==> config.mk <==
export PLATFORM = sky130hd
export DESIGN_NAME = rv_writeback
export DESIGN_NICKNAME = d
export VERILOG_FILES = /design/src/source/rv_pkg.sv /design/src/source/rv_writeback.sv
export VERILOG_INCLUDE_DIRS = /design/src /design/src/source
export SDC_FILE = /design/constraint.sdc
export NUM_CORES = 1
export LEC_CHECK = 0
export BUFFER_PORTS_ARGS = -buffer_cell sky130_fd_sc_hd__buf_2
export CORE_ASPECT_RATIO = 1.5
export CORE_UTILIZATION = 47
export DETAILED_ROUTE_END_ITERATION = 16
export PLACE_DENSITY = 0.91
export SLEW_MARGIN = 20
export SYNTH_ARGS = -nofsm -noshare
export SYNTH_HDL_FRONTEND = slang
export SYNTH_SLANG_ARGS = --single-unit
==> constraint.sdc <==
create_clock -name clk_div -period 3.6 [get_ports clk_div]
set_input_delay 0.18 -clock clk_div [delete_from_list [all_inputs] [get_ports clk_div]]
set_output_delay 0.18 -clock clk_div [all_outputs]
set_load 0.01 [all_outputs]
==> src/source/rv_config.svh <==
// Core widths, memory sizes and register reset constants
`ifndef RV_CONFIG_SVH
`define RV_CONFIG_SVH

// Datapath
`define RV_XLEN 64

// Register file
`define RV_REG_COUNT 32
`define RV_REG_AW 5

// Instruction memory, word addressed
`define RV_IMEM_WORDS 64
`define RV_IMEM_AW 6

// Stack pointer x2 after reset
`define RV_SP_RESET 128

`endif

==> src/source/rv_pkg.sv <==
// Instruction word views, operation kinds and inter-stage structs
`include "rv_config.svh"

package rv_pkg;

  typedef struct packed {
    logic [6:0] funct7;
    logic [`RV_REG_AW-1:0] rs2;
    logic [`RV_REG_AW-1:0] rs1;
    logic [2:0] funct3;
    logic [`RV_REG_AW-1:0] rd;
    logic [6:0] opcode;
  } instr_r_t;

  typedef struct packed {
    logic [11:0] imm12;
    logic [`RV_REG_AW-1:0] rs1;
    logic [2:0] funct3;
    logic [`RV_REG_AW-1:0] rd;
    logic [6:0] opcode;
  } instr_i_t;

  // One fetched word, two decodings
  typedef union packed {
    instr_r_t r;
    instr_i_t i;
  } instr_u;

  typedef enum logic [1:0] {
    none,
    reg_op,
    imm_op,
    lui_op
  } op_kind_e;

  typedef struct packed {
    op_kind_e kind;
    logic [2:0] funct3;
    logic alt; // Instruction bit 30
    logic [`RV_REG_AW-1:0] rd;
    logic [`RV_REG_AW-1:0] rs1;
    logic [`RV_REG_AW-1:0] rs2;
    logic [`RV_XLEN-1:0] imm; // Sign extended, or LUI upper value
  } dec_op_t;

  typedef struct packed {
    logic valid;
    logic [`RV_REG_AW-1:0] rd;
    logic [`RV_XLEN-1:0] value;
  } wb_op_t;

  typedef struct packed {
    logic en;
    logic [`RV_REG_AW-1:0] addr;
    logic [`RV_XLEN-1:0] data;
  } reg_wr_t;

endpackage

==> src/source/rv_writeback.sv <==
// Writeback stage with register write and registered result output
`include "rv_config.svh"

module rv_writeback
  import rv_pkg::*;
(
  input  logic clk_div,
  input  logic reset,
  input  wb_op_t wb,
  output reg_wr_t wr,
  output logic [`RV_XLEN-1:0] result,
  output logic result_valid
);

  logic rd_nonzero;

  assign rd_nonzero = (wb.rd != '0);

  // Commit lands on the same edge the consumer enters execute
  assign wr.en = wb.valid && rd_nonzero;
  assign wr.addr = wb.rd;
  assign wr.data = wb.value;

  always_ff @(posedge clk_div) begin
    if (!reset) begin
      result <= '0;
      result_valid <= 1'b0;
    end else begin
      result_valid <= wb.valid;
      if (wb.valid) begin
        result <= rd_nonzero ? wb.value : '0; // x0 reports zero
      end
    end
  end

endmodule

==> results.py <==
metrics = {
    "hold_path": {
        "hp-class": "in2reg",
    },
    "routing": {
        "drt_wl_total_mm": 7.45,
        "final_antenna_net_count": 0,
        "drt-initial-drc-count": 161,
        "viasPerCell": 5.18,
        "first_pass_iters": 10,
        "wire_per_inst_um": 13.2,
        "drc_errors": 13,
        "vias": 2930,
    },
    "sta": {
        "slew-limit-headroom_pct": 35.3,
        "max_freq_mhz": 536,
        "fin_crit_sh_pct": 51.9,
        "rsz0062_at_grt": "false",
        "tns_ns": 0,
        "clock_skew_ns": 0,
        "worstMarginPinSlew_ns": 0.971,
        "setup_viol": 0,
        "fin_crit_ns": 1.87,
        "hold_violations": 0,
        "drv_slew": 0,
    },
    "pwr": {
        "switching_share_pct": 26.6,
        "power.switching_mw": 0.443,
        "clkPwrFrac_pct": 35.9,
        "pwr-share-comb_pct": 17.2,
        "share_seq_of_total_power_pct": 46.9,
        "power_density_mw_per_mm2": 417,
        "cellLeakagePower_nw": 1.91,
        "irDropWorstVdd_uv": 240,
        "p_int_mw": 1.23,
    },
    "clock_network": {
        "clk-insertion-delay-late_ns": 0.33,
        "cts_tree": "built",
        "htreeDepth": 3,
        "holdBufCountCts": 0,
        "clk_pin_slew_ns": 0.07,
        "root_buffer": "clkbuf_8",
        "cts_buffer_depth": 2,
        "ctsResizeCount": 0,
        "cts.sinks": 65,
        "postCtsSetupBuffers": 0,
        "cts_buffers": 9,
    },
    "setup_path": {
        "cp_slowest_cell": "nor2_4",
        "cp-startpoint": "wb[64]",
        "cp_data_required_time_ns": 3.80,
        "path_max_fanout": 26,
        "path_cells": "buf_2 -> or4_4 -> nor2_4 -> buf_4 -> o21ai_0",
        "r2r_setup_slack_ns": 2.95,
        "start_kind": "input port",
        "r2r-end": "result[1]",
        "rr_worst_depth": 2,
        "crit_arrival_ns": 2.06,
        "critPathMaxStageDelay_ns": 0.56,
        "cp-endpoint": "result[63]",
        "endpoint_kind": "register",
        "reg2reg_from": "result[1]",
        "path_class": "in2reg",
    },
    "floorplanning": {
        "fp.dieH_um": 106,
        "die-area_mm2": 0.00754,
        "coreArea_mm2": 0.00690,
        "pin_count": 207,
        "row_count": 37,
        "initial_core_util_pct": 49.0,
        "fp.dieW_um": 71.2,
    },
    "logic_synthesis": {
        "synth_cell_types": 14,
        "yosysMostFrequentCell": "buf_4",
        "synth-seq-area-share_pct": 38.5,
        "synth_top_area_share_pct": 38.5,
        "async_reset_ff_share_pct": 0,
        "synth.area.top_cells": "dfxtp_1 39%, buf_4 15%, nand3b_1 14%",
        "synth_top_cell_by_area": "dfxtp_1",
        "synth_common_cells": "69 x buf_4, 65 x dfxtp_1, 64 x nand3_1, 64 x nand3b_1, 50 x o21ai_2",
        "synth-main-ff-cell": "dfxtp_1",
        "syn_avg_cell_area_um2": 9.26,
        "syn_area_mm2": 0.00338,
        "synth-edff-count": 0,
        "synth.ff_latch_count": 65,
        "synth_warnings": 0,
        "synthCells": 365,
        "synth_fp_nets": 437,
    },
    "run": {
        "drv_cap": 0,
    },
    "placed_design": {
        "dpl.cell_count": 550,
        "dpl.hpwl_mm": 5.37,
        "io_buffers": 206,
        "gp_congestion": 0.784,
    },
    "grt": {
        "grt_pass1_wl_mm": 11.3,
        "grt.overflow.total": 0,
        "antenna_found_initial": 0,
        "grt_pass1_vias": 2594,
        "track_usage_pct": 19.0,
        "grt_max_degree": 109,
    },
    "finish": {
        "diodes": 0,
        "final_layout_size_suffix_gt1_share_pct": 56.6,
        "nets": 555,
        "area_growth_pct": 18.4,
        "final_cells": 566,
    },
    "outcome": {
        "violations": "DRC",
        "status": "finished, violations left",
    },
}
power groups by stage:
stage | combinational (mW) | sequential [mW] | clock, mW
floorplan | 0.182 | 0.820 | 0
global placement | 0.280 | 0.798 | 0
detailed placement | 0.288 | 0.800 | 0
CTS | 0.288 | 0.784 | 0.615
global route | 0.311 | 0.788 | 0.647
finish | 0.286 | 0.784 | 0.600
metal layers:
| metal | part of all wire [%] | track usage [%] | up-vias | routed length, um |
|---|---|---|---|---|
| met2 | 53 | 33.9 | 132 | 3920 |
| met1 | 39 | 20.0 | 1338 | 2880 |
| met3 | 5.4 | 2.96 | 18 | 405 |
| met4 | 3.2 | 12.7 | 0 | 241 |
| met5 | 0 | 0 | - | 0 |
| li1 | - | - | 1442 | - |
cells by family (layout without fill, tap and decap cells):
kind of cell    count (synthesis)  after routing  synth area share (%)
simple gates                  132            132                  24.6
buf+inv                       104            227                  21.9
flops                          65             65                  38.5
compound gates                 64             64                  15.0
layout make-up:
type                    instances  area [um^2]
repair buffers                211         1070
clock inverters                 3         40.0
fillers                       606         2900
well taps                      78         97.6
multi-input cells             196         1340
flip-flops and latches         65         1300
clock buffers                  13          149
worst max-delay path, delay by kind of cell:
| kind | cells | cell delay [ns] |
|---|---|---|
| AO/OA/AOI/OAI | 1 | 0.16 |
| AND/OR/NAND/NOR | 2 | 1.10 |
| buffers and inverters | 2 | 0.60 |
cells in the final DEF, fill, tap and decap left out:
cell type and n:
clkinv_2 2, and2_1 1, buf_4 6, nor2b_1 1, o21ai_0 14, clkbuf_8 10, o21ai_2 50, nand3_1 64
clkbuf_1 3, or4_4 1, nor2_4 1, bufinv_16 1, nand3b_1 64, dfxtp_1 65, buf_2 205
state kept, by name (all words and copies together) (netlist names):
name and count:
result_valid 1, result 64
worst min-delay path by stage:
stage / start / endpoint / slack [ns] / depth (start not counted)
2_1_floorplan: wb[0] / result[0] / 0.35 / 2
3_3_place_gp: result[5] / result[5] / 0.46 / 2
3_5_place_dp: wb[22] / result[22] / 0.47 / 3
4_1_cts: wb[35] / result[35] / 0.11 / 3
5_1_grt: wb[58] / result[58] / 0.11 / 3
6_report: wb[53] / result[53] / 0.12 / 3
stage by stage:
step,hold WS (ns),instance area (um^2),util (%),total power [mW],setup slack (ns)
2_1_floorplan,0.346,3380,-,1.00,2.30
3_3_place_gp,0.461,3810,55.3,1.08,1.42
3_5_place_dp,0.472,3810,55.3,1.09,1.35
4_1_cts,0.107,4000,58.0,1.69,1.71
5_1_grt,0.114,4000,58.0,1.75,1.61
6_report,0.119,4000,58.0,1.67,1.73
(Power assumes the default switching activity.)
