### config.mk
export PLATFORM = sky130hd
export DESIGN_NAME = rv_fetch
export DESIGN_NICKNAME = d
export VERILOG_FILES = /design/src/source/rv_pkg.sv /design/src/source/rv_fetch.sv
export VERILOG_INCLUDE_DIRS = /design/src /design/src/source
export SDC_FILE = /design/constraint.sdc
export NUM_CORES = 2
export LEC_CHECK = 0
export ABC_AREA = 1
export BUFFER_PORTS_ARGS = -buffer_cell sky130_fd_sc_hd__buf_2
export CAP_MARGIN = 10
export CORE_UTILIZATION = 50
export DETAILED_ROUTE_END_ITERATION = 16
export GPL_ROUTABILITY_DRIVEN = 0
export PLACE_DENSITY = 0.73
export SLEW_MARGIN = 10
export SYNTH_ARGS = -nofsm -noshare
export SYNTH_HDL_FRONTEND = slang
export SYNTH_SLANG_ARGS = --single-unit
### constraint.sdc
create_clock -name clk_div -period 6.9 [get_ports clk_div]
set_input_delay 0.345 -clock clk_div [delete_from_list [all_inputs] [get_ports clk_div]]
set_output_delay 0.345 -clock clk_div [all_outputs]
set_load 0.01 [all_outputs]
### src/source/rv_config.svh
// Core widths, memory sizes and register reset constants
`ifndef RV_CONFIG_SVH
`define RV_CONFIG_SVH

// Datapath
`define RV_XLEN 64

// Register file
`define RV_REG_COUNT 32
`define RV_REG_AW 5

// Instruction memory, word addressed
`define RV_IMEM_WORDS 64
`define RV_IMEM_AW 6

// Stack pointer x2 after reset
`define RV_SP_RESET 128

`endif

### src/source/rv_pkg.sv
// Instruction word views, operation kinds and inter-stage structs
`include "rv_config.svh"

package rv_pkg;

  typedef struct packed {
    logic [6:0] funct7;
    logic [`RV_REG_AW-1:0] rs2;
    logic [`RV_REG_AW-1:0] rs1;
    logic [2:0] funct3;
    logic [`RV_REG_AW-1:0] rd;
    logic [6:0] opcode;
  } instr_r_t;

  typedef struct packed {
    logic [11:0] imm12;
    logic [`RV_REG_AW-1:0] rs1;
    logic [2:0] funct3;
    logic [`RV_REG_AW-1:0] rd;
    logic [6:0] opcode;
  } instr_i_t;

  // One fetched word, two decodings
  typedef union packed {
    instr_r_t r;
    instr_i_t i;
  } instr_u;

  typedef enum logic [1:0] {
    none,
    reg_op,
    imm_op,
    lui_op
  } op_kind_e;

  typedef struct packed {
    op_kind_e kind;
    logic [2:0] funct3;
    logic alt; // Instruction bit 30
    logic [`RV_REG_AW-1:0] rd;
    logic [`RV_REG_AW-1:0] rs1;
    logic [`RV_REG_AW-1:0] rs2;
    logic [`RV_XLEN-1:0] imm; // Sign extended, or LUI upper value
  } dec_op_t;

  typedef struct packed {
    logic valid;
    logic [`RV_REG_AW-1:0] rd;
    logic [`RV_XLEN-1:0] value;
  } wb_op_t;

  typedef struct packed {
    logic en;
    logic [`RV_REG_AW-1:0] addr;
    logic [`RV_XLEN-1:0] data;
  } reg_wr_t;

endpackage

### src/source/rv_fetch.sv
// Fetch stage with instruction memory, load port and program counter
`include "rv_config.svh"

module rv_fetch
  import rv_pkg::*;
(
  input  logic clk_div,
  input  logic reset,
  input  logic prog_we,
  input  logic [`RV_IMEM_AW-1:0] prog_addr,
  input  instr_u prog_data,
  input  logic stall,
  output instr_u instr,
  output logic instr_valid
);

  instr_u imem [`RV_IMEM_WORDS];
  logic [`RV_IMEM_AW-1:0] pc;

  // Program is loaded only while the core is held in reset
  always_ff @(posedge clk_div) begin
    if (!reset && prog_we) begin
      imem[prog_addr] <= prog_data;
    end
  end

  always_ff @(posedge clk_div) begin
    if (!reset) begin
      pc <= '0;
      instr_valid <= 1'b0;
    end else if (!stall) begin
      pc <= pc + 1'b1; // Wraps at end of memory
      instr_valid <= 1'b1;
    end
  end

  always_ff @(posedge clk_div) begin
    if (reset && !stall) begin
      instr <= imem[pc];
    end
  end

  // The load port belongs to the reset window only
  prog_we_in_reset: assert property (
    @(posedge clk_div) reset |-> !prog_we
  ) else $error("prog_we high outside reset");

endmodule

==> results.py <==
metrics = {
    "outcome": {
        "status": "finished, violations left",
        "violations": "DRC",
    },
    "logic_synthesis": {
        "synth-edff-count": 2080,
        "synth.area.top_cells": "edfxtp_1 (72%), nand2_1 (11%), nand3_1 (4.9%), nor2_1 (3.6%), inv_1 (2.3%)",
        "synth_most_common_cell": "nand2_1",
        "netlist_area_mm2": 0.0864,
        "synth_area_leader_cell": "edfxtp_1",
        "ys_ff_latch": 2087,
        "synthCells": 7833,
        "postSynthAreaPerCell_um2": 11.0,
        "async_reset_ff_share_pct": 0,
        "yosys-top-cells-count": "nand2_1 (2640), edfxtp_1 (2080), nand3_1 (841)",
        "synth_fp_nets": 7876,
        "synth_warnings": 0,
        "ys_seq_area_share_pct": 72.5,
        "netlist-cell-type-count": 23,
        "synth-main-ff-cell": "edfxtp_1",
        "netlist.area_leader.share_pct": 72.3,
    },
    "sta": {
        "tightest_slew_ns": 1.20,
        "setup_ws_ns": 3.01,
        "fin_skew_ns": 0.0429,
        "fmax_mhz": 257,
        "setup_viol": 0,
        "slew_headroom_pct": 19.7,
        "drv_slew": 0,
        "rsz0062_at_grt": "no",
        "period_minus_slack_ns": 3.89,
        "hold_viol": 0,
        "fin_setup_tns_ns": 0,
        "fin_crit_sh_pct": 56.3,
    },
    "critical_path": {
        "crit_chain": "buf_4 > buf_12 > nor2_1 > nor2_1 > o21ai_0 > nand3_1 > nand3_1 > nand2_1 > nand3_1 > nand2_1",
        "start_kind": "register",
        "cp_slowest_cell": "buf_4",
        "path_class": "register to register",
        "cpMostUsedCell": "nand3_1",
        "cp_max_fo": 175,
        "cpPeakStageDelay_ns": 0.89,
        "worstPathRequired_ns": 7.59,
        "end_kind": "register",
        "cp.arrival_ns": 4.58,
    },
    "placement": {
        "detailed_place.area_mm2": 0.0895,
        "hpwlAfterDp_um": 144000,
        "place_ws_ns": 3.01,
        "port-buffer-count": 74,
    },
    "final_layout": {
        "nFillCells": 13800,
        "drive_gt1_share_pct": 7.36,
        "final_area_mm2": 0.0960,
        "syn_to_final_growth_pct": 11.1,
        "nets": 7859,
    },
    "clock_tree": {
        "path_clk_slew_ns": 0.06,
        "cts_resized": 0,
        "cts_tree": "yes",
        "ctsRootBufferMaster": "clkbuf_16",
        "clk_latency_ns": 0.87,
        "cts_buffer_depth": 3,
        "h-tree-depth": 4,
        "cts_buffers": 203,
        "clock-sinks": 2087,
    },
    "power": {
        "vdd_drop_max_mv": 0.307,
        "p_clk_share_pct": 40.4,
        "p_seq_share_pct": 52.7,
        "combPwrFrac_pct": 6.9,
        "p_per_area_mw_per_mm2": 278,
        "p_leak_nw": 36.5,
        "intPower_w": 0.0204,
        "switching_share_pct": 23.6,
        "p_sw_w": 0.00630,
    },
    "floorplanning": {
        "core_mm2": 0.172,
        "initial_utilization_pct": 50.3,
        "die_w_um": 418,
        "die_h_um": 418,
        "io-pin-count": 75,
        "num_rows": 152,
        "design.die.area_mm2": 0.174,
    },
    "route": {
        "firstDrtPassIters": 14,
        "routed_via_density": 5.81,
        "wl_per_cell_um": 25.4,
        "ant_nets": 0,
        "drc": 1,
        "drt-initial-drc-count": 9510,
        "routed_wl_um": 262000,
        "num_vias": 59900,
    },
    "global_routing": {
        "antenna_found_initial": 20,
        "grt_max_degree": 194,
        "globalRouteOverflowTotal": 0,
        "grt_pass1_vias": 56400,
        "grt_pass1_wl_um": 378000,
        "grt_usage_pct": 29.8,
    },
    "run": {
        "cap_violations": 0,
    },
    "hold_path": {
        "hold_path_class": "input pin to register",
    },
}
[cell type report]
type                       instances  area, µm²  area share [%]
sequential                      2087      62600            65.2
antenna                           15       37.5          0.0391
clock inverter                   108       1040            1.08
tap                             2310       2890            3.01
multi-input combinational       4777      20100            21.0
clock buffer                     267       5360            5.59
inverter                         536       2050            2.14
timing repair buffer             211       1860            1.94
[cells in the final DEF, fill, tap and decap left out, types with 2 or more instances in the layout]
master,Yosys,layout
inv_6,0,5
o21ai_0,291,291
dfxtp_1,7,2
inv_1,533,529
nor2_1,827,762
clkbuf_1,166,62
buf_4,23,106
buf_2,171,69
nand2_1,2640,2639
clkinv_16,0,4
dlygate4sd3_1,0,3
inv_16,0,6
buf_12,0,29
nor2_4,0,65
clkinv_8,0,3
nand4_1,8,8
or2_2,31,31
nand3_1,841,841
dfxtp_4,0,4
clkbuf_16,0,205
bufinv_16,0,13
buf_16,0,4
clkinv_2,0,36
clkinvlp_4,0,2
diode_2,0,15
clkinv_1,2,43
nor3_1,3,3
edfxtp_1,2080,2080
a21oi_1,132,132
inv_8,0,2
[power groups by stage]
| stage | logic, W | clock network (W) | registers (W) |
|---|---|---|---|
| CTS | 0.00180 | 0.0108 | 0.0141 |
| global route | 0.00197 | 0.0113 | 0.0141 |
| detailed placement | 0.00179 | 0 | 0.0143 |
| finish | 0.00185 | 0.0108 | 0.0141 |
| floorplan | 0.00103 | 0 | 0.0143 |
| global placement | 0.00176 | 0 | 0.0143 |
[worst max-delay path, delay by kind of cell (launching register included)]
| family | cells | cell delay, ns |
|---|---|---|
| AO/OA/AOI/OAI | 1 | 0.11 |
| buffers and inverters | 2 | 1.59 |
| AND/OR/NAND/NOR | 7 | 1.12 |
| flip-flops | 1 | 0.80 |
[logic make-up after synthesis]
kind of cell / Yosys count / share of synthesized area [%]
flops: 2087 / 72.5
simple gates: 4351 / 20.3
buf+inv: 969 / 4.78
fa+ha+maj: 1 / 0.0145
compound gates: 425 / 2.46
[per-layer routing]
| layer | global-route usage (%) | vias up | share of wire [%] |
|---|---|---|---|
| met3 | 6.31 | 760 | 13 |
| met4 | 18.1 | 8 | 7.0 |
| li1 | - | 26200 | - |
| met1 | 39.6 | 28600 | 36 |
| met2 | 45.1 | 4394 | 45 |
| met5 | 0 | - | 0.022 |
[repair_timing]
| action | CTS | global route |
|---|---|---|
| setup buffers | 0 | 0 |
| hold endpoints to repair | 15 | 0 |
| setup endpoints to repair | 0 | 0 |
| hold buffers | 3 | 0 |
[registers in the layout, indices dropped and copies added (netlist names)]
| name | flops |
|---|---|
| imem | 2048 |
| instr | 32 |
| instr_valid | 1 |
| pc | 6 |
[metrics by stage]
stage          hold slack (ns)  total power, W  std cells  util (%)
2_1_floorplan            0.432          0.0153       7833         -
3_3_place_gp             0.598          0.0161       9897      51.9
3_5_place_dp             0.599          0.0161       9915      52.1
4_1_cts                  0.111          0.0267      10300      55.9
5_1_grt                  0.136          0.0273      10300      55.9
6_report                 0.109          0.0267      10300      56.0
[path summary, 6_finish.rpt]
| path | endpoint | cells past startpoint | startpoint | slack [ns] |
|---|---|---|---|---|
| min reg2reg | pc[3] | 1 | pc[3] | 0.62 |
| min | imem[63][13] | 1 | prog_data[13] | 0.11 |
| max | instr[6] | 10 | pc[0] | 3.01 |
| max reg2reg | instr[6] | 10 | pc[0] | 3.01 |
(Power assumes the default switching activity.)
