[config.mk]
export PLATFORM = sky130hd
export DESIGN_NAME = rv_decode
export DESIGN_NICKNAME = d
export VERILOG_FILES = /design/src/source/rv_pkg.sv /design/src/source/rv_decode.sv
export VERILOG_INCLUDE_DIRS = /design/src /design/src/source
export SDC_FILE = /design/constraint.sdc
export NUM_CORES = 1
export LEC_CHECK = 0
export ABC_AREA = 1
export BUFFER_PORTS_ARGS = -buffer_cell sky130_fd_sc_hd__clkbuf_2
export CAP_MARGIN = 0
export CORE_ASPECT_RATIO = 0.5
export CORE_MARGIN = 2
export CORE_UTILIZATION = 42
export CTS_CLUSTER_SIZE = 10
export DETAILED_ROUTE_END_ITERATION = 7
export PLACE_DENSITY = 0.81
export SYNTH_ARGS = -nofsm -noshare
export SYNTH_HDL_FRONTEND = slang
export SYNTH_SLANG_ARGS = --single-unit
[constraint.sdc]
create_clock -name clk_div -period 2.7 [get_ports clk_div]
set_clock_uncertainty 0.15 [all_clocks]
set_input_delay 0.54 -clock clk_div [delete_from_list [all_inputs] [get_ports clk_div]]
set_output_delay 0.54 -clock clk_div [all_outputs]
set_load 0.05 [all_outputs]
[src/source/rv_config.svh]
// Core widths, memory sizes and register reset constants
`ifndef RV_CONFIG_SVH
`define RV_CONFIG_SVH

// Datapath
`define RV_XLEN 64

// Register file
`define RV_REG_COUNT 32
`define RV_REG_AW 5

// Instruction memory, word addressed
`define RV_IMEM_WORDS 64
`define RV_IMEM_AW 6

// Stack pointer x2 after reset
`define RV_SP_RESET 128

`endif

[src/source/rv_pkg.sv]
// Instruction word views, operation kinds and inter-stage structs
`include "rv_config.svh"

package rv_pkg;

  typedef struct packed {
    logic [6:0] funct7;
    logic [`RV_REG_AW-1:0] rs2;
    logic [`RV_REG_AW-1:0] rs1;
    logic [2:0] funct3;
    logic [`RV_REG_AW-1:0] rd;
    logic [6:0] opcode;
  } instr_r_t;

  typedef struct packed {
    logic [11:0] imm12;
    logic [`RV_REG_AW-1:0] rs1;
    logic [2:0] funct3;
    logic [`RV_REG_AW-1:0] rd;
    logic [6:0] opcode;
  } instr_i_t;

  // One fetched word, two decodings
  typedef union packed {
    instr_r_t r;
    instr_i_t i;
  } instr_u;

  typedef enum logic [1:0] {
    none,
    reg_op,
    imm_op,
    lui_op
  } op_kind_e;

  typedef struct packed {
    op_kind_e kind;
    logic [2:0] funct3;
    logic alt; // Instruction bit 30
    logic [`RV_REG_AW-1:0] rd;
    logic [`RV_REG_AW-1:0] rs1;
    logic [`RV_REG_AW-1:0] rs2;
    logic [`RV_XLEN-1:0] imm; // Sign extended, or LUI upper value
  } dec_op_t;

  typedef struct packed {
    logic valid;
    logic [`RV_REG_AW-1:0] rd;
    logic [`RV_XLEN-1:0] value;
  } wb_op_t;

  typedef struct packed {
    logic en;
    logic [`RV_REG_AW-1:0] addr;
    logic [`RV_XLEN-1:0] data;
  } reg_wr_t;

endpackage

[src/source/rv_decode.sv]
// Decode stage with field extraction, immediate build and hazard stall
`include "rv_config.svh"

module rv_decode
  import rv_pkg::*;
(
  input  logic clk_div,
  input  logic reset,
  input  instr_u instr,
  input  logic instr_valid,
  input  logic [`RV_REG_AW-1:0] exec_rd,
  input  logic exec_rd_valid,
  output logic stall,
  output dec_op_t op
);

  localparam logic [6:0] OPC_REG = 7'b0110011;
  localparam logic [6:0] OPC_IMM = 7'b0010011;
  localparam logic [6:0] OPC_LUI = 7'b0110111;

  dec_op_t dec;
  logic use_rs1;
  logic use_rs2;
  logic rs1_hit;
  logic rs2_hit;

  always_comb begin
    dec = '0;
    dec.funct3 = instr.r.funct3;
    dec.rd = instr.r.rd;
    case (instr.r.opcode)
      OPC_REG: begin
        dec.kind = reg_op;
        dec.alt = instr.r.funct7[5];
        dec.rs1 = instr.r.rs1;
        dec.rs2 = instr.r.rs2;
      end
      OPC_IMM: begin
        dec.kind = imm_op;
        dec.alt = instr.i.imm12[10]; // SRAI select
        dec.rs1 = instr.i.rs1;
        dec.imm = {{(`RV_XLEN-12){instr.i.imm12[11]}}, instr.i.imm12};
      end
      OPC_LUI: begin
        dec.kind = lui_op;
        dec.imm = {{(`RV_XLEN-32){instr.i.imm12[11]}}, instr.i.imm12,
                   instr.i.rs1, instr.i.funct3, 12'b0};
      end
      default: dec.kind = none; // Unknown opcode retires nothing
    endcase
    if (!instr_valid) begin
      dec.kind = none;
    end
  end

  // Only compare source fields the instruction really reads
  assign use_rs1 = (dec.kind == reg_op) || (dec.kind == imm_op);
  assign use_rs2 = (dec.kind == reg_op);
  assign rs1_hit = use_rs1 && (dec.rs1 == exec_rd);
  assign rs2_hit = use_rs2 && (dec.rs2 == exec_rd);
  assign stall = exec_rd_valid && (exec_rd != '0) && (rs1_hit || rs2_hit);

  always_ff @(posedge clk_div) begin
    if (!reset) begin
      op <= '0;
    end else begin
      op <= dec;
      if (stall) begin
        op.kind <= none; // Bubble into execute
      end
    end
  end

  // Bubble clears the producer, so a stall never repeats
  stall_single_cycle: assert property (
    @(posedge clk_div) disable iff (!reset) stall |=> !stall
  ) else $error("stall held for two cycles");

endmodule

==> reports/results.txt, run 1 <==
The run finished, with violations left. The final reports fail on setup timing. Global routing used 18.00% of the available tracks across all layers. Setup repair after global routing could not meet its margin everywhere.

127 I/O pins were placed. The wire-length estimate of the detail-placed layout is 4.015 mm. The first routing iteration left 77 violations. Internal power comes to 1.116 mW. The run gives 53.6% as the part of the power in registers. Of the total power, the share spent switching nets is 24.44%.

The post-detailed-route wirelength per cell was 11.72 um. Input and output buffers added on the ports amount to 126. The number of flip-flops under the largest register name was 53.

Detailed routing placed a total of 321 um of wire on met3. The tools report the final count of hold timing violations as 0. The number of antenna diodes in the final layout is 0.

Summed over all cells, the static leakage comes to 1.565 nW. After the flow finishes, the layout carries non-filler instances totaling 440. A synthesized cell averages 8.052 um^2. The final count of pins violating max slew was 0.

The number of clock buffers added by TritonCTS is 5. The worst slew margin relative to its limit is 79.63%. Clock-pin slew was measured on the worst setup and hold paths at 0.08 ns.

The root buffer selected by CTS was sky130_fd_sc_hd__clkbuf_8. The worst hold path belongs to the class in -> reg. The worst setup path is captured at an output pin.

The setup TNS came out at -0.08209 ns. After detailed routing, the number of remaining DRC violations is 0. The fmax is 359.4 MHz. The area of the core region is 4887 um^2. The top layer used by detailed routing was met4. The routed length on met1 was 2.270 mm; the count of standard-cell rows was 18. The slew at the pin closest to its max-slew limit is 0.3051 ns. The final critical delay including setup and external delays came out at 2.782 ns. Counting distinct cell types in the post-synthesis netlist gives 20.

In this run the power spent charging and discharging nets is 0.3610 mW. In this run the cell area of the synthesized design comes to 2110 um^2. The number of synthesis warnings is 0. Of the total power, combinational logic draws 10.2%.

For this design the ratio of total power to cell area is 526.8 nW/um^2. The run gives 1 as the setup violation total in the final timing report. In this run the number of H-tree levels came out at 2. The synthesized design contains 53 register bits.

The overall overflow remaining after global route was 0. The worst setup path is launched from an input port. The tools report the total placed cells including tap cells as 431. TritonCTS built the clock tree. The tools report the sequential-to-total area share from yosys stat as 50.30%. Data on the critical path is required at its endpoint by 2.01 ns.

The critical path class is in -> out. The maximum ir drop on the vdd rail is 248.9 uV, and the detailed-routing iteration count for the pre-antenna-repair pass is 4. The count of nets left with antenna violations once routing finished came out at 0. The final layout contains routed wiring with a total length of 5.157 mm.

The cell count after synthesis is 262, and the height of the die is 54.12 um. Entering global routing, the biggest net connects 34 pins. Once the floorplan was initialized, standard cells occupied 43.16% of the core. The signal arrival time at the worst endpoint is 2.09 ns, and the final net count is 411. The area growth from synthesis to layout was 32.92%; the number of buffers on the longest clock path was 2. Detailed routing placed a total of 2.523 mm of wire on met2.

The run gives 0 as the initial antenna violation count. op holds more flip-flops than any other register. Of the total power, the clock network draws 36.2%. The routability congestion estimate came out at 0.8805. Along the worst path, the maximum fanout reaches 3.

The via count is 1957. Hold is met by 0.2766 ns. The floorplan die area is 5640 um^2.

The post-route netlist has 44.59% of its cells at a drive strength greater than 1. Max capacitance violation total: 0. At the placement stage, the worst setup path has a slack of -0.1722 ns.

The first global-routing pass estimated 7.866 mm of wire. Synthesis produced a netlist with a net count of 304. The worst-case setup margin in the final layout was -0.08209 ns; the via count of the first global-routing pass was 1724. The clock drives 53 sinks. The average vias per placed instance was 4.448; the share of the clock period used by the worst path after layout was 103.0%. In the final layout, the registers with the most flip-flops are op x53. In this run the horizontal extent of the chip is 104.2 um.
==> kinds of logic (layout without fill, tap and decap cells) <==
group	after synthesis	count (layout)	share of synthesized area, %
AO/OA/AOI/OAI	18	18	4.270
adder cells (fa/ha/maj)	1	1	0.5930
buffers and inverters	71	179	19.28
flip-flops	53	53	50.30
AND/OR/NAND/NOR	119	119	25.56
==> what timing repair did <==
item                                    CTS  global route
endpoints found under the setup margin    1             1
gates resized for setup                   5             0
buffers inserted                          1             0
pin swaps                                 2             0
hold buffers                              0             0
cloned                                    0             0
==> final timing paths <==
path      start  endpoint  cells after the start
max    instr[3]     stall                     16
min   instr[11]    op[78]                      3
==> cell usage in the layout, fill, tap and decap left out, types with 3 or more instances in the layout <==
cell                       netlist  final
sky130_fd_sc_hd__nor2_2          1      3
sky130_fd_sc_hd__clkbuf_8        0      5
sky130_fd_sc_hd__clkbuf_2        0    125
sky130_fd_sc_hd__o21ai_0         7      5
sky130_fd_sc_hd__nor2_1         34     31
sky130_fd_sc_hd__o21ai_1        10     12
sky130_fd_sc_hd__nand2_2         3      3
sky130_fd_sc_hd__nor2_4          2      3
sky130_fd_sc_hd__dfxtp_1        53     53
sky130_fd_sc_hd__nand3_1        15     15
sky130_fd_sc_hd__nand2_1        49     48
sky130_fd_sc_hd__inv_1          25     24
sky130_fd_sc_hd__nand4_1        11     11
sky130_fd_sc_hd__inv_2           5      3
sky130_fd_sc_hd__buf_4          32     15
sky130_fd_sc_hd__nor3_1          3      3
==> final cells by class <==
type / count / area (um^2)
Multi-Input combinational cell: 138 / 661.9
Clock buffer: 6 / 72.57
Sequential cell: 53 / 1061
Inverter: 30 / 123.9
Timing Repair Buffer: 141 / 758.2
Fill cell: 455 / 2083
Clock inverter: 2 / 38.79
Tap cell: 70 / 87.58
==> power by group through the flow <==
stage	Clock [mW]	Combinational (mW)	Sequential (mW)
2_1_floorplan	0	0.0571	0.840
3_3_place_gp	0	0.145	0.809
3_5_place_dp	0	0.147	0.810
4_1_cts	0.536	0.150	0.792
5_1_grt	0.578	0.164	0.793
6_report	0.535	0.151	0.792
==> critical path, stage by stage <==
cell	delay [ns]
sky130_fd_sc_hd__clkbuf_2	0.13
sky130_fd_sc_hd__inv_4	0.07
sky130_fd_sc_hd__nand2_4	0.05
sky130_fd_sc_hd__nor2_4	0.12
sky130_fd_sc_hd__nand2_2	0.08
sky130_fd_sc_hd__nor2_4	0.10
sky130_fd_sc_hd__o21ai_1	0.10
sky130_fd_sc_hd__ha_1	0.28
sky130_fd_sc_hd__inv_1	0.06
sky130_fd_sc_hd__nand2_1	0.05
sky130_fd_sc_hd__nor2_1	0.08
sky130_fd_sc_hd__nand3_1	0.07
sky130_fd_sc_hd__nand2_1	0.09
sky130_fd_sc_hd__nand2_2	0.08
sky130_fd_sc_hd__clkinvlp_4	0.08
sky130_fd_sc_hd__buf_12	0.13
==> per-stage QoR <==
stage	power [mW]	instance area [um^2]	utilization [%]
finish	1.477	2804	57.37
global route	1.535	2804	57.37
CTS	1.477	2804	57.37
detailed placement	0.9575	2673	54.69
global placement	0.9547	2673	54.69
floorplan	0.8968	2128	-
==> Yosys cell counts <==
master,number,share of area (%)
sky130_fd_sc_hd__a21oi_1,1,0.24
sky130_fd_sc_hd__buf_2,4,0.95
sky130_fd_sc_hd__buf_4,32,11
sky130_fd_sc_hd__buf_6,2,1.1
sky130_fd_sc_hd__clkbuf_1,3,0.53
sky130_fd_sc_hd__dfxtp_1,53,50
sky130_fd_sc_hd__ha_1,1,0.59
sky130_fd_sc_hd__inv_1,25,4.4
sky130_fd_sc_hd__inv_2,5,0.89
sky130_fd_sc_hd__nand2_1,49,8.7
sky130_fd_sc_hd__nand2_2,3,0.89
sky130_fd_sc_hd__nand3_1,15,3.6
sky130_fd_sc_hd__nand4_1,11,3.3
sky130_fd_sc_hd__nor2_1,34,6.0
sky130_fd_sc_hd__nor2_2,1,0.30
sky130_fd_sc_hd__nor2_4,2,1.1
sky130_fd_sc_hd__nor3_1,3,0.71
sky130_fd_sc_hd__nor4_4,1,1.0
sky130_fd_sc_hd__o21ai_0,7,1.7
sky130_fd_sc_hd__o21ai_1,10,2.4
==> routing by layer <==
metal | GRT usage (%) | vias to the layer above
met5 | 0 | -
met4 | 6.081 | 0
met3 | 4.600 | 7
met2 | 33.22 | 80
met1 | 21.27 | 874
li1 | - | 996
No activity file was read; power rests on OpenSTA's default activity.
==> run 2: changes to the inputs <==
- SETUP_SLACK_MARGIN: not set -> 0.5
==> run 2 against run 1 <==
  * The run still ends with setup timing left
  * Fmax decreased by 0.89%
  * Sequential power hardly changed
  * Via count rose by 1.1%
  * Worst hold slack lost 0.012 ns
  * Highest routed layer unchanged
==> reports/results.txt, run 2 (synthesis gave the netlist of run 1 again) <==
Once the floorplan was initialized, standard cells occupied 43.16% of the core. Entering global routing, the biggest net connects 34 pins. The peak fanout along the critical path is 3. The area growth from synthesis to layout works out to 33.99%. The logs give 411 for the final net count and 36.8% for the clock power share.

The register with the most flip-flops in the layout has 53 of them. Using the TritonRoute via totals, the vias-per-cell ratio works out to 4.495. Global routing used 17.14% of the available tracks. 127 I/O pins were placed. The slew at the pin closest to its max-slew limit was 0.3921 ns. The run finished, with violations left.

The initial antenna violation count was 0; the count of input and output buffers was 126. The worst-case setup margin in the final layout was -0.1070 ns; the final critical delay including setup and external delays was 2.807 ns. Power spread over the standard cell area amounts to 527.6 nW/um^2. The floorplan die area is 5640 um^2, and the final routed wirelength across all metal layers is 4.905 mm.

The finished layout holds 440 standard cells, fillers aside. The startpoint identified for the worst hold timing path is instr[9]. After filler insertion, the fill cell instance count of the layout stands at 470.

The clock tree synthesis step divided the H-tree into 2 levels. The path class of the tightest hold or removal check is in -> reg. The first TritonRoute pass finished after 4 iterations. The tools report the starting DRC count in detailed routing as 58. The most common cell after layout, fill and taps aside was sky130_fd_sc_hd__clkbuf_2.

The final reports fail on setup timing. The setup violation total in the final timing report is 1, and the height of the die is 54.12 um. TritonCTS built the clock tree.

Routability congestion estimate: 0.8920. Setup repair after global routing could not meet its margin everywhere. Dividing the detail-routed wire length by the instance count gives 11.15 um. The analysis attributes to net switching a power of 0.3523 mW. Broken down by cell family, the worst path's largest delay share belongs to simple AND/OR/NAND/NOR gates. Data on the critical path arrives at its endpoint at 2.12 ns.

The final count of hold timing violations is 0, and the maximum single-stage delay on the critical path is 0.22 ns. Once placement completed, the tool counted placed cells totaling 432. The post-route DRC violation count is 0.

The critical path class was in -> out. For this block, the via count after detailed routing is 1978. The tools report the combinational fraction of design power as 10.2%. The max capacitance violation total was 0; the horizontal die dimension was 104.2 um. Data on the critical path is required at its endpoint by 2.01 ns.

Share of the clock period used by the worst path after layout: 104.0%. The fmax is 356.3 MHz. The placed instances occupy a cell area of 2701 um^2.

The critical-path cell with the highest stage delay was sky130_fd_sc_hd__ha_1. The termination of the worst setup path was stall. The tools report the root buffer selected by CTS as sky130_fd_sc_hd__clkbuf_8.

Clock-pin slew was measured on the worst setup and hold paths at 0.09 ns. Registers take 1061 um^2. Once detail routing completed, the nets flagged for antenna violations numbered 0.

The logs give 1705 for the via count of the first global-routing pass and 0 for the overall overflow remaining after global route. After legalization and detailed placement, the total HPWL measured 3.901 mm. The count of standard-cell rows is 18. The buffer and inverter count on the worst path was 7; the count of hold-fix buffers inserted at cts was 0.

The critical path depth works out to 17. Walking the worst path, the cells encountered are clkbuf_4 -> inv_16 -> nand2_4 -> nor2_4 -> inv_2 -> nor2_2 -> o21ai_1 -> inv_1 -> ha_1 -> inv_1 -> nand2_1 -> nor2_1 -> nand3_1 -> nand2_1 -> nand2_2 -> clkinvlp_4 -> buf_12. The internal portion of the total power is 1.139 mW. Summing all multi-input logic gate instances after layout gives 661.9 um^2.

The logs give 213.9 uV for the maximum ir drop on the vdd rail and 57.83% for the final core area utilization. For the wire length of the first global-routing pass, the log shows 7.514 mm. The startpoint kind of the worst setup timing path is an input port. The switching share of total power works out to 23.62%.

In the layout the commonest cells are 124 x sky130_fd_sc_hd__clkbuf_2, 53 x sky130_fd_sc_hd__dfxtp_1, 48 x sky130_fd_sc_hd__nand2_1. The fraction of layout instances using a drive strength above 1 is 45.14%. Buffers inserted during clock tree synthesis total 5.

The register with the most flip-flops in the final layout is op. In the final layout, the registers with the most flip-flops are op x53. The worst setup path is captured at an output pin. The launching instance or port of the critical path was instr[2]. The region available for standard cell placement spans 4887 um^2.

The static leakage is 1.578 nW, and the final count of pins violating max slew is 0. The number of antenna diodes in the final layout is 0. For the worst slew margin relative to its limit, the log shows 73.86%.

The logs give 0.2643 ns for the final hold slack and 53 for the number of sinks driven by the clock tree. No sink is reached through more buffers than the 2 on the longest clock path. Summing all non-filler instances in the final layout gives an area of 2826 um^2. Per report_power, the sequential group accounts for 53.1% of the total.
## run 2: tightest hold or removal path, delay by kind of cell
kind          cells  cell delay, ns
buf+inv           2            0.11
simple gates      1            0.04
## run 2: per-layer routing
metal  vias to the layer above  wire length [um]  global-route usage, %
met4                         0                63                  6.532
met3                         9               282                  3.874
met1                       890              1970                  19.07
met2                        85              2588                  33.55
met5                         -                 0                      0
li1                        994                 -                      -
## run 2: cell type report
type / count / share of cell area, %
inverter: 30 / 4.781
tap: 70 / 3.099
clock buffer: 6 / 2.922
multi-input combinational: 138 / 23.42
sequential: 53 / 37.54
clock inverter: 2 / 1.328
timing repair buffer: 141 / 26.91
## run 2: worst min-delay path by stage
stage                   to  slack (ns)  cells past startpoint
CTS                 op[76]        0.26                      3
detailed placement  op[76]        0.58                      3
floorplan           op[10]        0.47                      1
global placement    op[77]        0.57                      3
global route        op[78]        0.29                      3
finish              op[76]        0.26                      3
## run 2: stage by stage
| step | TNS, ns | worst slack (ns) | power (mW) |
|---|---|---|---|
| 4_1_cts | -0.1172 | -0.1172 | 1.502 |
| 3_5_place_dp | -0.1601 | -0.1601 | 0.9603 |
| 2_1_floorplan | -0.01097 | -0.01097 | 0.8986 |
| 3_3_place_gp | -0.1041 | -0.1041 | 0.9577 |
| 6_report | -0.1070 | -0.1070 | 1.491 |
| 5_1_grt | -0.2449 | -0.2449 | 1.551 |
## run 2: what timing repair did
action	CTS	global route
pin swaps	1	0
buffers inserted	0	0
setup endpoints to repair	1	1
gates resized for setup	2	0
## run 2: power groups by stage
stage | Sequential (mW) | Clock [mW] | Combinational (mW)
2_1_floorplan | 0.840 | 0 | 0.0588
3_3_place_gp | 0.809 | 0 | 0.148
3_5_place_dp | 0.810 | 0 | 0.150
4_1_cts | 0.791 | 0.559 | 0.152
5_1_grt | 0.792 | 0.593 | 0.166
6_report | 0.791 | 0.548 | 0.152
